==> config.mk <==
export PLATFORM = sky130hd
export DESIGN_NAME = adderTree
export DESIGN_NICKNAME = d
export VERILOG_FILES = /design/src/verilog/fpFormatPkg.sv /design/src/verilog/adderTreePkg.sv /design/src/verilog/mantissaAlign.sv /design/src/verilog/sumNormalize.sv /design/src/verilog/resultRound.sv /design/src/verilog/halfAdder.sv /design/src/verilog/adderTree.sv
export SDC_FILE = /design/constraint.sdc
export NUM_CORES = 2
export LEC_CHECK = 0
export BUFFER_PORTS_ARGS = -buffer_cell sky130_fd_sc_hd__buf_2
export CORE_MARGIN = 4
export CORE_UTILIZATION = 60
export CTS_BUF_LIST = sky130_fd_sc_hd__clkbuf_4 sky130_fd_sc_hd__clkbuf_8
export DETAILED_ROUTE_END_ITERATION = 7
export PLACE_DENSITY_LB_ADDON = 0.08
export REMOVE_ABC_BUFFERS = 1
export SLEW_MARGIN = 20
export SYNTH_ARGS = -nofsm -noshare
export SYNTH_HDL_FRONTEND = slang
export SYNTH_SLANG_ARGS = --single-unit
==> constraint.sdc <==
create_clock -name clk -period 6 [get_ports clk]
set_input_delay 0.9 -clock clk [delete_from_list [all_inputs] [get_ports clk]]
set_output_delay 0.9 -clock clk [all_outputs]
set_load 0.005 [all_outputs]
==> src/verilog/fpFormatPkg.sv <==
package fpFormatPkg;

	// IEEE 754 binary16 layout
	localparam int expWidth = 5;
	localparam int manWidth = 10;   // Stored fraction, hidden bit not included
	localparam int wordWidth = 16;
	localparam int expBias = 15;

	// Extra low bits kept during alignment and normalization
	// Top one is guard, next is round, the rest fold into sticky
	localparam int guardBits = 3;

	// Field view of an fp16 word, MSB first
	typedef struct packed {
		logic sign;
		logic [expWidth-1:0] exponent;
		logic [manWidth-1:0] mantissa;
	} halfFields;

	// Same word read two ways
	// raw for magnitude compare, fields for align and pack
	typedef union packed {
		logic [wordWidth-1:0] raw;
		halfFields fields;
	} halfWord;

endpackage

==> src/verilog/adderTreePkg.sv <==
package adderTreePkg;

	// Operands summed by one pass of the tree
	localparam int treeInputs = 8;

	// Pairwise levels, log2 of treeInputs
	localparam int treeLevels = 3;

	// Register stages inside one halfAdder
	// A run enable must wait this many cycles after its adder inputs settle
	localparam int adderLatency = 4;

endpackage

==> src/verilog/mantissaAlign.sv <==
module mantissaAlign (
	input  fpFormatPkg::halfWord a,
	input  fpFormatPkg::halfWord b,
	input  logic [fpFormatPkg::expWidth-1:0] diffAB,
	input  logic [fpFormatPkg::expWidth-1:0] diffBA,
	output logic bLarger,
	output logic [fpFormatPkg::expWidth-1:0] commonExp,
	output logic [fpFormatPkg::manWidth:0] mantMax,
	output logic [fpFormatPkg::manWidth+fpFormatPkg::guardBits:0] mantMinAligned
);
	import fpFormatPkg::*;

	localparam int alignWidth = manWidth + 1 + guardBits;

	logic [manWidth:0] mantA;   // With hidden bit
	logic [manWidth:0] mantB;
	logic [manWidth:0] mantMin;
	logic [expWidth-1:0] shift;
	logic [alignWidth-1:0] extended;
	logic [alignWidth-1:0] shifted;
	logic [alignWidth-1:0] lostMask;   // Bits that fall off the right end
	logic lost;

	// Hidden bit only when the exponent is nonzero
	assign mantA = {|a.fields.exponent, a.fields.mantissa};
	assign mantB = {|b.fields.exponent, b.fields.mantissa};

	// Exponent sits above mantissa, so the unsigned raw compare orders magnitudes
	assign bLarger = a.raw[wordWidth-2:0] < b.raw[wordWidth-2:0];

	assign commonExp = bLarger ? b.fields.exponent : a.fields.exponent;
	assign mantMax = bLarger ? mantB : mantA;
	assign mantMin = bLarger ? mantA : mantB;
	assign shift = bLarger ? diffBA : diffAB;   // Always the non-negative difference

	// Smaller operand gets guard space below, then moves right
	assign extended = {mantMin, {guardBits{1'b0}}};
	assign shifted = extended >> shift;

	// Shift of alignWidth or more clears the mask shift, so every bit counts as lost
	assign lostMask = ~({alignWidth{1'b1}} << shift);
	assign lost = |(extended & lostMask);

	// Shifted-out bits collapse into the LSB as sticky
	assign mantMinAligned = {shifted[alignWidth-1:1], shifted[0] | lost};

endmodule

==> src/verilog/sumNormalize.sv <==
module sumNormalize (
	input  logic [fpFormatPkg::manWidth:0] mantMax,
	input  logic [fpFormatPkg::manWidth+fpFormatPkg::guardBits:0] mantMinAligned,
	input  logic signA,
	input  logic signB,
	input  logic bLarger,
	input  logic [fpFormatPkg::expWidth-1:0] commonExp,
	output logic [fpFormatPkg::manWidth-1:0] normMant,
	output logic [fpFormatPkg::expWidth:0] normExp,
	output logic guard,
	output logic round,
	output logic sticky,
	output logic zeroSum,
	output logic sumSign
);
	import fpFormatPkg::*;

	localparam int alignWidth = manWidth + 1 + guardBits;
	localparam int sumWidth = alignWidth + 1;   // One carry bit on top
	localparam int lzWidth = $clog2(sumWidth);
	localparam int normWidth = expWidth + 1;

	logic effSub;   // Signs differ
	logic [sumWidth-1:0] maxExt;
	logic [sumWidth-1:0] minExt;
	logic [sumWidth-1:0] rawSum;
	logic [sumWidth-1:0] shiftedSum;   // Leading one parked at the MSB
	logic [lzWidth-1:0] leadZeros;

	assign effSub = signA ^ signB;
	assign maxExt = {1'b0, mantMax, {guardBits{1'b0}}};
	assign minExt = {1'b0, mantMinAligned};

	// Larger magnitude is always on the left, so the difference never goes negative
	assign rawSum = effSub ? maxExt - minExt : maxExt + minExt;

	assign zeroSum = ~|rawSum;
	assign sumSign = bLarger ? signB : signA;   // Result follows the larger operand

	// Leading zero count, highest set bit wins
	always_comb begin
		leadZeros = '0;
		for (int i = 0; i < sumWidth; i++) begin
			if (rawSum[i])
				leadZeros = lzWidth'(sumWidth - 1 - i);
		end
	end

	assign shiftedSum = rawSum << leadZeros;

	// Zero leading zeros means carry out, one means already normal
	assign normExp = {1'b0, commonExp} + 1'b1 - normWidth'(leadZeros);

	// Hidden bit at the MSB is dropped
	assign normMant = shiftedSum[sumWidth-2 -: manWidth];
	assign guard = shiftedSum[guardBits];
	assign round = shiftedSum[guardBits-1];
	assign sticky = |shiftedSum[guardBits-2:0];

endmodule

==> src/verilog/resultRound.sv <==
module resultRound (
	input  logic [fpFormatPkg::manWidth-1:0] normMant,
	input  logic [fpFormatPkg::expWidth:0] normExp,
	input  logic guard,
	input  logic round,
	input  logic sticky,
	input  logic zeroSum,
	input  logic sumSign,
	output fpFormatPkg::halfWord result
);
	import fpFormatPkg::*;

	logic roundUp;
	logic [manWidth:0] roundedMant;   // Extra top bit catches mantissa overflow
	logic [expWidth-1:0] roundedExp;
	logic flushZero;

	// Nearest even, ties go to an even LSB
	assign roundUp = guard & (round | sticky | normMant[0]);
	assign roundedMant = {1'b0, normMant} + roundUp;

	// All-ones mantissa rounding over wraps to zero and bumps the exponent
	assign roundedExp = normExp[expWidth-1:0] + roundedMant[manWidth];

	// Exponent at or below zero flushes like a subnormal input
	assign flushZero = zeroSum | normExp[expWidth] | ~|normExp;

	always_comb begin
		result.fields.sign = sumSign & ~flushZero;   // Zero is always +0
		result.fields.exponent = flushZero ? '0 : roundedExp;
		result.fields.mantissa = flushZero ? '0 : roundedMant[manWidth-1:0];
	end

endmodule

==> src/verilog/halfAdder.sv <==
module halfAdder (
	input  logic clk,
	input  logic reset,
	input  fpFormatPkg::halfWord a,
	input  fpFormatPkg::halfWord b,
	output fpFormatPkg::halfWord result
);
	import fpFormatPkg::*;
	import adderTreePkg::*;

	localparam int alignWidth = manWidth + 1 + guardBits;

	// Pre-align
	halfWord flushA;
	halfWord flushB;
	logic [expWidth-1:0] diffAB;   // expA - expB, modulo 2^expWidth
	logic [expWidth-1:0] diffBA;

	// Register 1
	halfWord opA1;
	halfWord opB1;
	logic [expWidth-1:0] diffAB1;
	logic [expWidth-1:0] diffBA1;

	// Alignment outputs
	logic bLarger;
	logic [expWidth-1:0] commonExp;
	logic [manWidth:0] mantMax;
	logic [alignWidth-1:0] mantMinAligned;

	// Registers 2 and 3
	logic [manWidth:0] mantMax2;
	logic [manWidth:0] mantMax3;
	logic [alignWidth-1:0] mantMin2;
	logic [alignWidth-1:0] mantMin3;
	logic [expWidth-1:0] commonExp2;
	logic [expWidth-1:0] commonExp3;
	logic signA2;
	logic signA3;
	logic signB2;
	logic signB3;
	logic bLarger2;
	logic bLarger3;

	// Normalize outputs and register 4
	logic [manWidth-1:0] normMant;
	logic [manWidth-1:0] normMant4;
	logic [expWidth:0] normExp;
	logic [expWidth:0] normExp4;
	logic guard;
	logic guard4;
	logic roundBit;
	logic round4;
	logic sticky;
	logic sticky4;
	logic zeroSum;
	logic zeroSum4;
	logic sumSign;
	logic sumSign4;

	// Register stages below are written out by hand
	if (adderLatency != 4) begin : latencyCheck
		$error("halfAdder implements exactly four pipeline registers");
	end

	// Exponent of zero is the value zero, so drop any subnormal fraction
	always_comb begin
		flushA = a;
		flushB = b;
		if (a.fields.exponent == '0)
			flushA.fields.mantissa = '0;
		if (b.fields.exponent == '0)
			flushB.fields.mantissa = '0;
	end

	assign diffAB = flushA.fields.exponent - flushB.fields.exponent;
	assign diffBA = flushB.fields.exponent - flushA.fields.exponent;

	mantissaAlign align (
		.a              (opA1),
		.b              (opB1),
		.diffAB         (diffAB1),
		.diffBA         (diffBA1),
		.bLarger        (bLarger),
		.commonExp      (commonExp),
		.mantMax        (mantMax),
		.mantMinAligned (mantMinAligned)
	);

	sumNormalize normalize (
		.mantMax        (mantMax3),
		.mantMinAligned (mantMin3),
		.signA          (signA3),
		.signB          (signB3),
		.bLarger        (bLarger3),
		.commonExp      (commonExp3),
		.normMant       (normMant),
		.normExp        (normExp),
		.guard          (guard),
		.round          (roundBit),
		.sticky         (sticky),
		.zeroSum        (zeroSum),
		.sumSign        (sumSign)
	);

	resultRound rounder (
		.normMant (normMant4),
		.normExp  (normExp4),
		.guard    (guard4),
		.round    (round4),
		.sticky   (sticky4),
		.zeroSum  (zeroSum4),
		.sumSign  (sumSign4),
		.result   (result)
	);

	always_ff @(posedge clk) begin
		if (reset) begin
			opA1 <= '0;
			opB1 <= '0;
			diffAB1 <= '0;
			diffBA1 <= '0;
			mantMax2 <= '0;
			mantMin2 <= '0;
			commonExp2 <= '0;
			signA2 <= 1'b0;
			signB2 <= 1'b0;
			bLarger2 <= 1'b0;
			mantMax3 <= '0;
			mantMin3 <= '0;
			commonExp3 <= '0;
			signA3 <= 1'b0;
			signB3 <= 1'b0;
			bLarger3 <= 1'b0;
			normMant4 <= '0;
			normExp4 <= '0;
			guard4 <= 1'b0;
			round4 <= 1'b0;
			sticky4 <= 1'b0;
			zeroSum4 <= 1'b0;
			sumSign4 <= 1'b0;
		end else begin
			opA1 <= flushA;   // Stage 1 pre-aligned operands
			opB1 <= flushB;
			diffAB1 <= diffAB;
			diffBA1 <= diffBA;
			mantMax2 <= mantMax;   // Stage 2 aligned mantissas
			mantMin2 <= mantMinAligned;
			commonExp2 <= commonExp;
			signA2 <= opA1.fields.sign;
			signB2 <= opB1.fields.sign;
			bLarger2 <= bLarger;
			// Stage 3 sits ahead of the add and normalize path
			// Retiming pulls it into the mantissa adder
			mantMax3 <= mantMax2;
			mantMin3 <= mantMin2;
			commonExp3 <= commonExp2;
			signA3 <= signA2;
			signB3 <= signB2;
			bLarger3 <= bLarger2;
			normMant4 <= normMant;   // Stage 4 normalized, rounding happens after
			normExp4 <= normExp;
			guard4 <= guard;
			round4 <= roundBit;
			sticky4 <= sticky;
			zeroSum4 <= zeroSum;
			sumSign4 <= sumSign;
		end
	end

endmodule

==> src/verilog/adderTree.sv <==
module adderTree (
	input  logic clk,
	input  logic reset,
	input  fpFormatPkg::halfWord operand0,
	input  fpFormatPkg::halfWord operand1,
	input  fpFormatPkg::halfWord operand2,
	input  fpFormatPkg::halfWord operand3,
	input  fpFormatPkg::halfWord operand4,
	input  fpFormatPkg::halfWord operand5,
	input  fpFormatPkg::halfWord operand6,
	input  fpFormatPkg::halfWord operand7,
	input  logic stage3Run,
	input  logic stage2Run,
	input  logic stage1Run,
	input  logic stage0Run,
	output fpFormatPkg::halfWord sum
);
	import fpFormatPkg::*;
	import adderTreePkg::*;

	// Tree nodes numbered heap style
	// node 1 is the root, node k feeds from 2k and 2k+1
	halfWord operands [treeInputs];
	halfWord adderOut [1:treeInputs-1];   // Raw adder results, valid adderLatency after inputs
	halfWord stageReg [1:treeInputs-1];   // Captured level results
	halfWord finalOut;                    // sum plus root
	logic [treeLevels:0] stageRun;        // Indexed by level, 0 is the accumulator
	logic [treeInputs-1:1] nodeRun;

	assign operands[0] = operand0;
	assign operands[1] = operand1;
	assign operands[2] = operand2;
	assign operands[3] = operand3;
	assign operands[4] = operand4;
	assign operands[5] = operand5;
	assign operands[6] = operand6;
	assign operands[7] = operand7;

	assign stageRun = {stage3Run, stage2Run, stage1Run, stage0Run};

	for (genvar k = 1; k < treeInputs; k++) begin : node
		localparam int nodeLevel = $clog2(k + 1);   // 1 at the root, treeLevels at the leaves
		halfWord left;
		halfWord right;

		// Deepest level reads the operands directly
		if (nodeLevel == treeLevels) begin : leafPair
			assign left = operands[2 * k - treeInputs];
			assign right = operands[2 * k + 1 - treeInputs];
		end else begin : innerPair
			assign left = stageReg[2 * k];
			assign right = stageReg[2 * k + 1];
		end

		assign nodeRun[k] = stageRun[nodeLevel];   // One enable shared per level

		halfAdder adder (
			.clk    (clk),
			.reset  (reset),
			.a      (left),
			.b      (right),
			.result (adderOut[k])
		);
	end

	// Accumulator adder, running sum on the a side
	halfAdder finalAdder (
		.clk    (clk),
		.reset  (reset),
		.a      (sum),
		.b      (stageReg[1]),
		.result (finalOut)
	);

	always_ff @(posedge clk) begin
		if (reset) begin
			for (int k = 1; k < treeInputs; k++)
				stageReg[k] <= '0;
		end else begin
			for (int k = 1; k < treeInputs; k++) begin
				if (nodeRun[k])
					stageReg[k] <= adderOut[k];   // Not loaded means the result is dropped
			end
		end
	end

	always_ff @(posedge clk) begin
		if (reset)
			sum <= '0;
		else if (stageRun[0])
			sum <= finalOut;
	end

endmodule

==> results.py <==
metrics = {
    "worst_hold_path": {
        "holdPathStages": 2,
        "hp-class": "in2reg",
    },
    "synth": {
        "synth.cell_area_um2": 63500,
        "ys_seq_elements": 1152,
        "synth_ff_type": "dfxtp_1",
        "async_reset_ff_share_pct": 0,
        "ys_warn_count": 0,
        "avgSynthCellArea_um2": 9.01,
        "ys_seq_area_share_pct": 38.1,
        "yosysUniqueCellTypes": 130,
        "synth-edff-count": 112,
        "syn_inst": 7055,
    },
    "power": {
        "p_leak_uw": 0.0298,
        "sw_frac_of_total_pct": 34.7,
        "seqPwrFrac_pct": 37.1,
        "net-switching-power_uw": 8800,
        "p_int_uw": 16600,
        "p_clk_share_pct": 28.5,
        "power_density_nw_per_um2": 365,
        "ir_drop_uv": 290,
        "pwr-share-comb_pct": 34.4,
    },
    "place": {
        "place_inst": 8373,
        "postPlaceCellArea_um2": 65300,
        "numPortBuffers": 149,
        "place_congestion": 0.917,
        "dp_worst_setup_slack_ns": 0.930,
        "detailed_place_hpwl_um": 105000,
    },
    "drt": {
        "dr.pass1.iters": 6,
        "dr.first_iter.drc_count": 3336,
        "drc": 0,
        "wl_per_cell_um": 16.2,
        "vias": 49900,
        "drt-vias-per-instance": 5.73,
        "final_antenna_net_count": 0,
        "routed_wl_um": 141000,
    },
    "timing": {
        "hold_violations": 0,
        "worst_pin_slew_ns": 1.05,
        "timing.setup.tns_ns": 0,
        "period_needed_ns": 5.11,
        "maxSlewHeadroom_pct": 27.8,
        "drv_slew": 0,
        "setup_viol": 0,
        "finalWorstSetupSlack_ns": 0.886,
        "rsz0062_at_grt": "false",
        "max_freq_mhz": 196,
        "finClkSkew_ns": 0.0306,
        "post-route-period-util_pct": 85.2,
    },
    "clock_network": {
        "cts_resized": 0,
        "clk_transition_reported_paths_ns": 0.06,
        "cts_buffers": 181,
        "cts-root-buf": "clkbuf_8",
        "post_cts_buffers": 0,
        "hold_buffers": 0,
        "insertion_delay_ns": 0.84,
        "cts_buffer_depth": 3,
        "tritoncts": "done",
        "clock-sinks": 1152,
        "htree_levels": 4,
    },
    "layout": {
        "final_cell_mix": "1,040 x dfxtp_1, 779 x nor2_1, 504 x inv_1",
        "drive_gt1_share_pct": 10.5,
        "final_common_cell": "dfxtp_1",
        "final_util_pct": 65.9,
        "nets": 7787,
        "area_delta_synth_final_pct": 9.25,
        "final_cells": 8705,
        "fin_area_um2": 69400,
    },
    "setup_path": {
        "critPathLaunch": "node[1].adder.mantMin3[3]",
        "start_kind": "register",
        "cp_data_arrival_time_ns": 5.81,
        "r2r-start": "node[1].adder.mantMin3[3]",
        "critPathCapture": "node[1].adder.normExp4[5]",
        "regToRegSetupSlack_ns": 0.89,
        "cp_max_fo": 14,
        "cp-end-kind": "register",
        "rr_worst_depth": 18,
        "timing.rr.end": "node[1].adder.normExp4[5]",
        "worstPathRequired_ns": 6.69,
        "path_class": "reg2reg",
    },
    "floorplan": {
        "die_w_um": 333,
        "die_area_um2": 111000,
        "start_util_pct": 60.4,
        "fp-row-count": 119,
        "ios": 150,
        "dieHeight_um": 333,
        "core_area_um2": 105000,
    },
    "global_routing": {
        "grt_start_max_net_pins": 179,
        "gr-usage-met3_pct": 3.55,
        "grt_first_pass_wirelength_um": 235000,
        "grt_overflow": 0,
        "busiest_layer": "met2",
        "grtUsageTotal_pct": 24.7,
        "grt_antenna_before_repair": 2,
        "grt_use_met2_pct": 41.7,
        "grt_pass1_vias": 47800,
        "met1_usage_pct": 32.8,
    },
    "flow_run": {
        "max_cap_violations": 0,
    },
    "status": {
        "status": "completed",
    },
}
## layout make-up
cell class | instances | area, µm²
timing repair buffer | 211 | 1260
antenna | 2 | 5.00
sequential | 1152 | 24200
multi-input combinational | 5105 | 36200
fill | 8825 | 35800
tap | 1391 | 1740
inverter | 514 | 1930
clock buffer | 273 | 3400
clock inverter | 57 | 686
## through the flow
step | hold WS, ns | total power [µW]
floorplan | 0.414 | 16100
global placement | 0.415 | 18000
detailed placement | 0.420 | 18100
CTS | 0.162 | 25500
global route | 0.196 | 27000
finish | 0.254 | 25400
## critical path, stage by stage, from the launching register on
cell and delay [ns]:
dfxtp_1 0.31, ha_1 0.25, fa_1 0.47, nor2b_1 0.16, o311ai_0 0.39, o211ai_1 0.19
a211oi_2 0.42, a21boi_1 0.30, a211o_1 0.24, a21o_1 0.40, inv_1 0.31, ha_1 0.36
inv_1 0.04, ha_1 0.22, fa_1 0.41, a21o_1 0.17, a21oi_1 0.16, xnor2_1 0.13
nor2_1 0.05
## registers in the layout (all words and copies together), names as in the netlist, 35 cells and up
signal	cells
node.adder.mantMax2	77
node.adder.normExp4	42
node.adder.opA1	112
node.adder.commonExp2	35
node.adder.mantMax3	77
stageReg	112
node.adder.mantMin2	98
node.adder.commonExp3	35
node.adder.diffBA1	35
node.adder.normMant4	70
node.adder.opB1	112
node.adder.mantMin3	98
## worst min-delay path by stage
stage | startpoint | end
5_1_grt | operand4[1] | node[6].adder.opA1[1]
3_5_place_dp | node[2].adder.mantMin2[7] | node[2].adder.mantMin3[7]
2_1_floorplan | finalAdder.bLarger2 | finalAdder.bLarger3
3_3_place_gp | node[2].adder.mantMin2[7] | node[2].adder.mantMin3[7]
6_report | operand2[4] | node[5].adder.opA1[4]
4_1_cts | operand4[7] | node[6].adder.opA1[7]
## cell families after synthesis
kind of cell / share of synthesized area (%)
buffers and inverters: 5.10
adders and majority gates: 10.0
muxes: 8.18
xor gates and xnor gates: 4.00
and+or+nand+nor: 19.5
DFF: 38.1
AOI/OAI and AO/OA: 15.1
## layer usage
layer | routed length (µm) | vias up | share of wire, %
met2 | 66400 | 1340 | 47
li1 | - | 25000 | -
met5 | 13 | - | 0.0092
met3 | 6640 | 279 | 4.7
met4 | 3540 | 2 | 2.5
met1 | 64300 | 23300 | 46
## cell usage after synthesis, types with 47 or more instances
| cell | count | area (µm²) |
|---|---|---|
| inv_1 | 505 | 1900 |
| mux2_2 | 71 | 800 |
| edfxtp_1 | 112 | 3360 |
| o21ai_0 | 226 | 1130 |
| nor2b_1 | 399 | 2500 |
| and3_1 | 52 | 325 |
| clkbuf_1 | 197 | 739 |
| nand2_1 | 375 | 1410 |
| nand2b_1 | 49 | 307 |
| ha_1 | 456 | 5710 |
| nand3_1 | 179 | 896 |
| a21oi_1 | 371 | 1860 |
| o211ai_1 | 67 | 503 |
| nor3_1 | 171 | 856 |
| xor2_1 | 144 | 1260 |
| mux2i_1 | 339 | 3390 |
| xnor2_1 | 131 | 1150 |
| and2_1 | 202 | 1260 |
| nor2_1 | 780 | 2930 |
| a211oi_1 | 84 | 631 |
| a21o_1 | 103 | 773 |
| buf_2 | 56 | 280 |
| dfxtp_1 | 1040 | 20800 |
| nor4_1 | 47 | 294 |
| a31oi_1 | 63 | 394 |
## power by group through the flow
stage / sequential [µW] / combinational, µW / clock [µW]
final: 9420 / 8720 / 7220
after global routing: 9540 / 9690 / 7770
after CTS: 9410 / 8640 / 7420
after detailed placement: 9570 / 8570 / 0
after global placement: 9550 / 8500 / 0
after floorplan: 9350 / 6710 / 0
(Power assumes the default switching activity.)
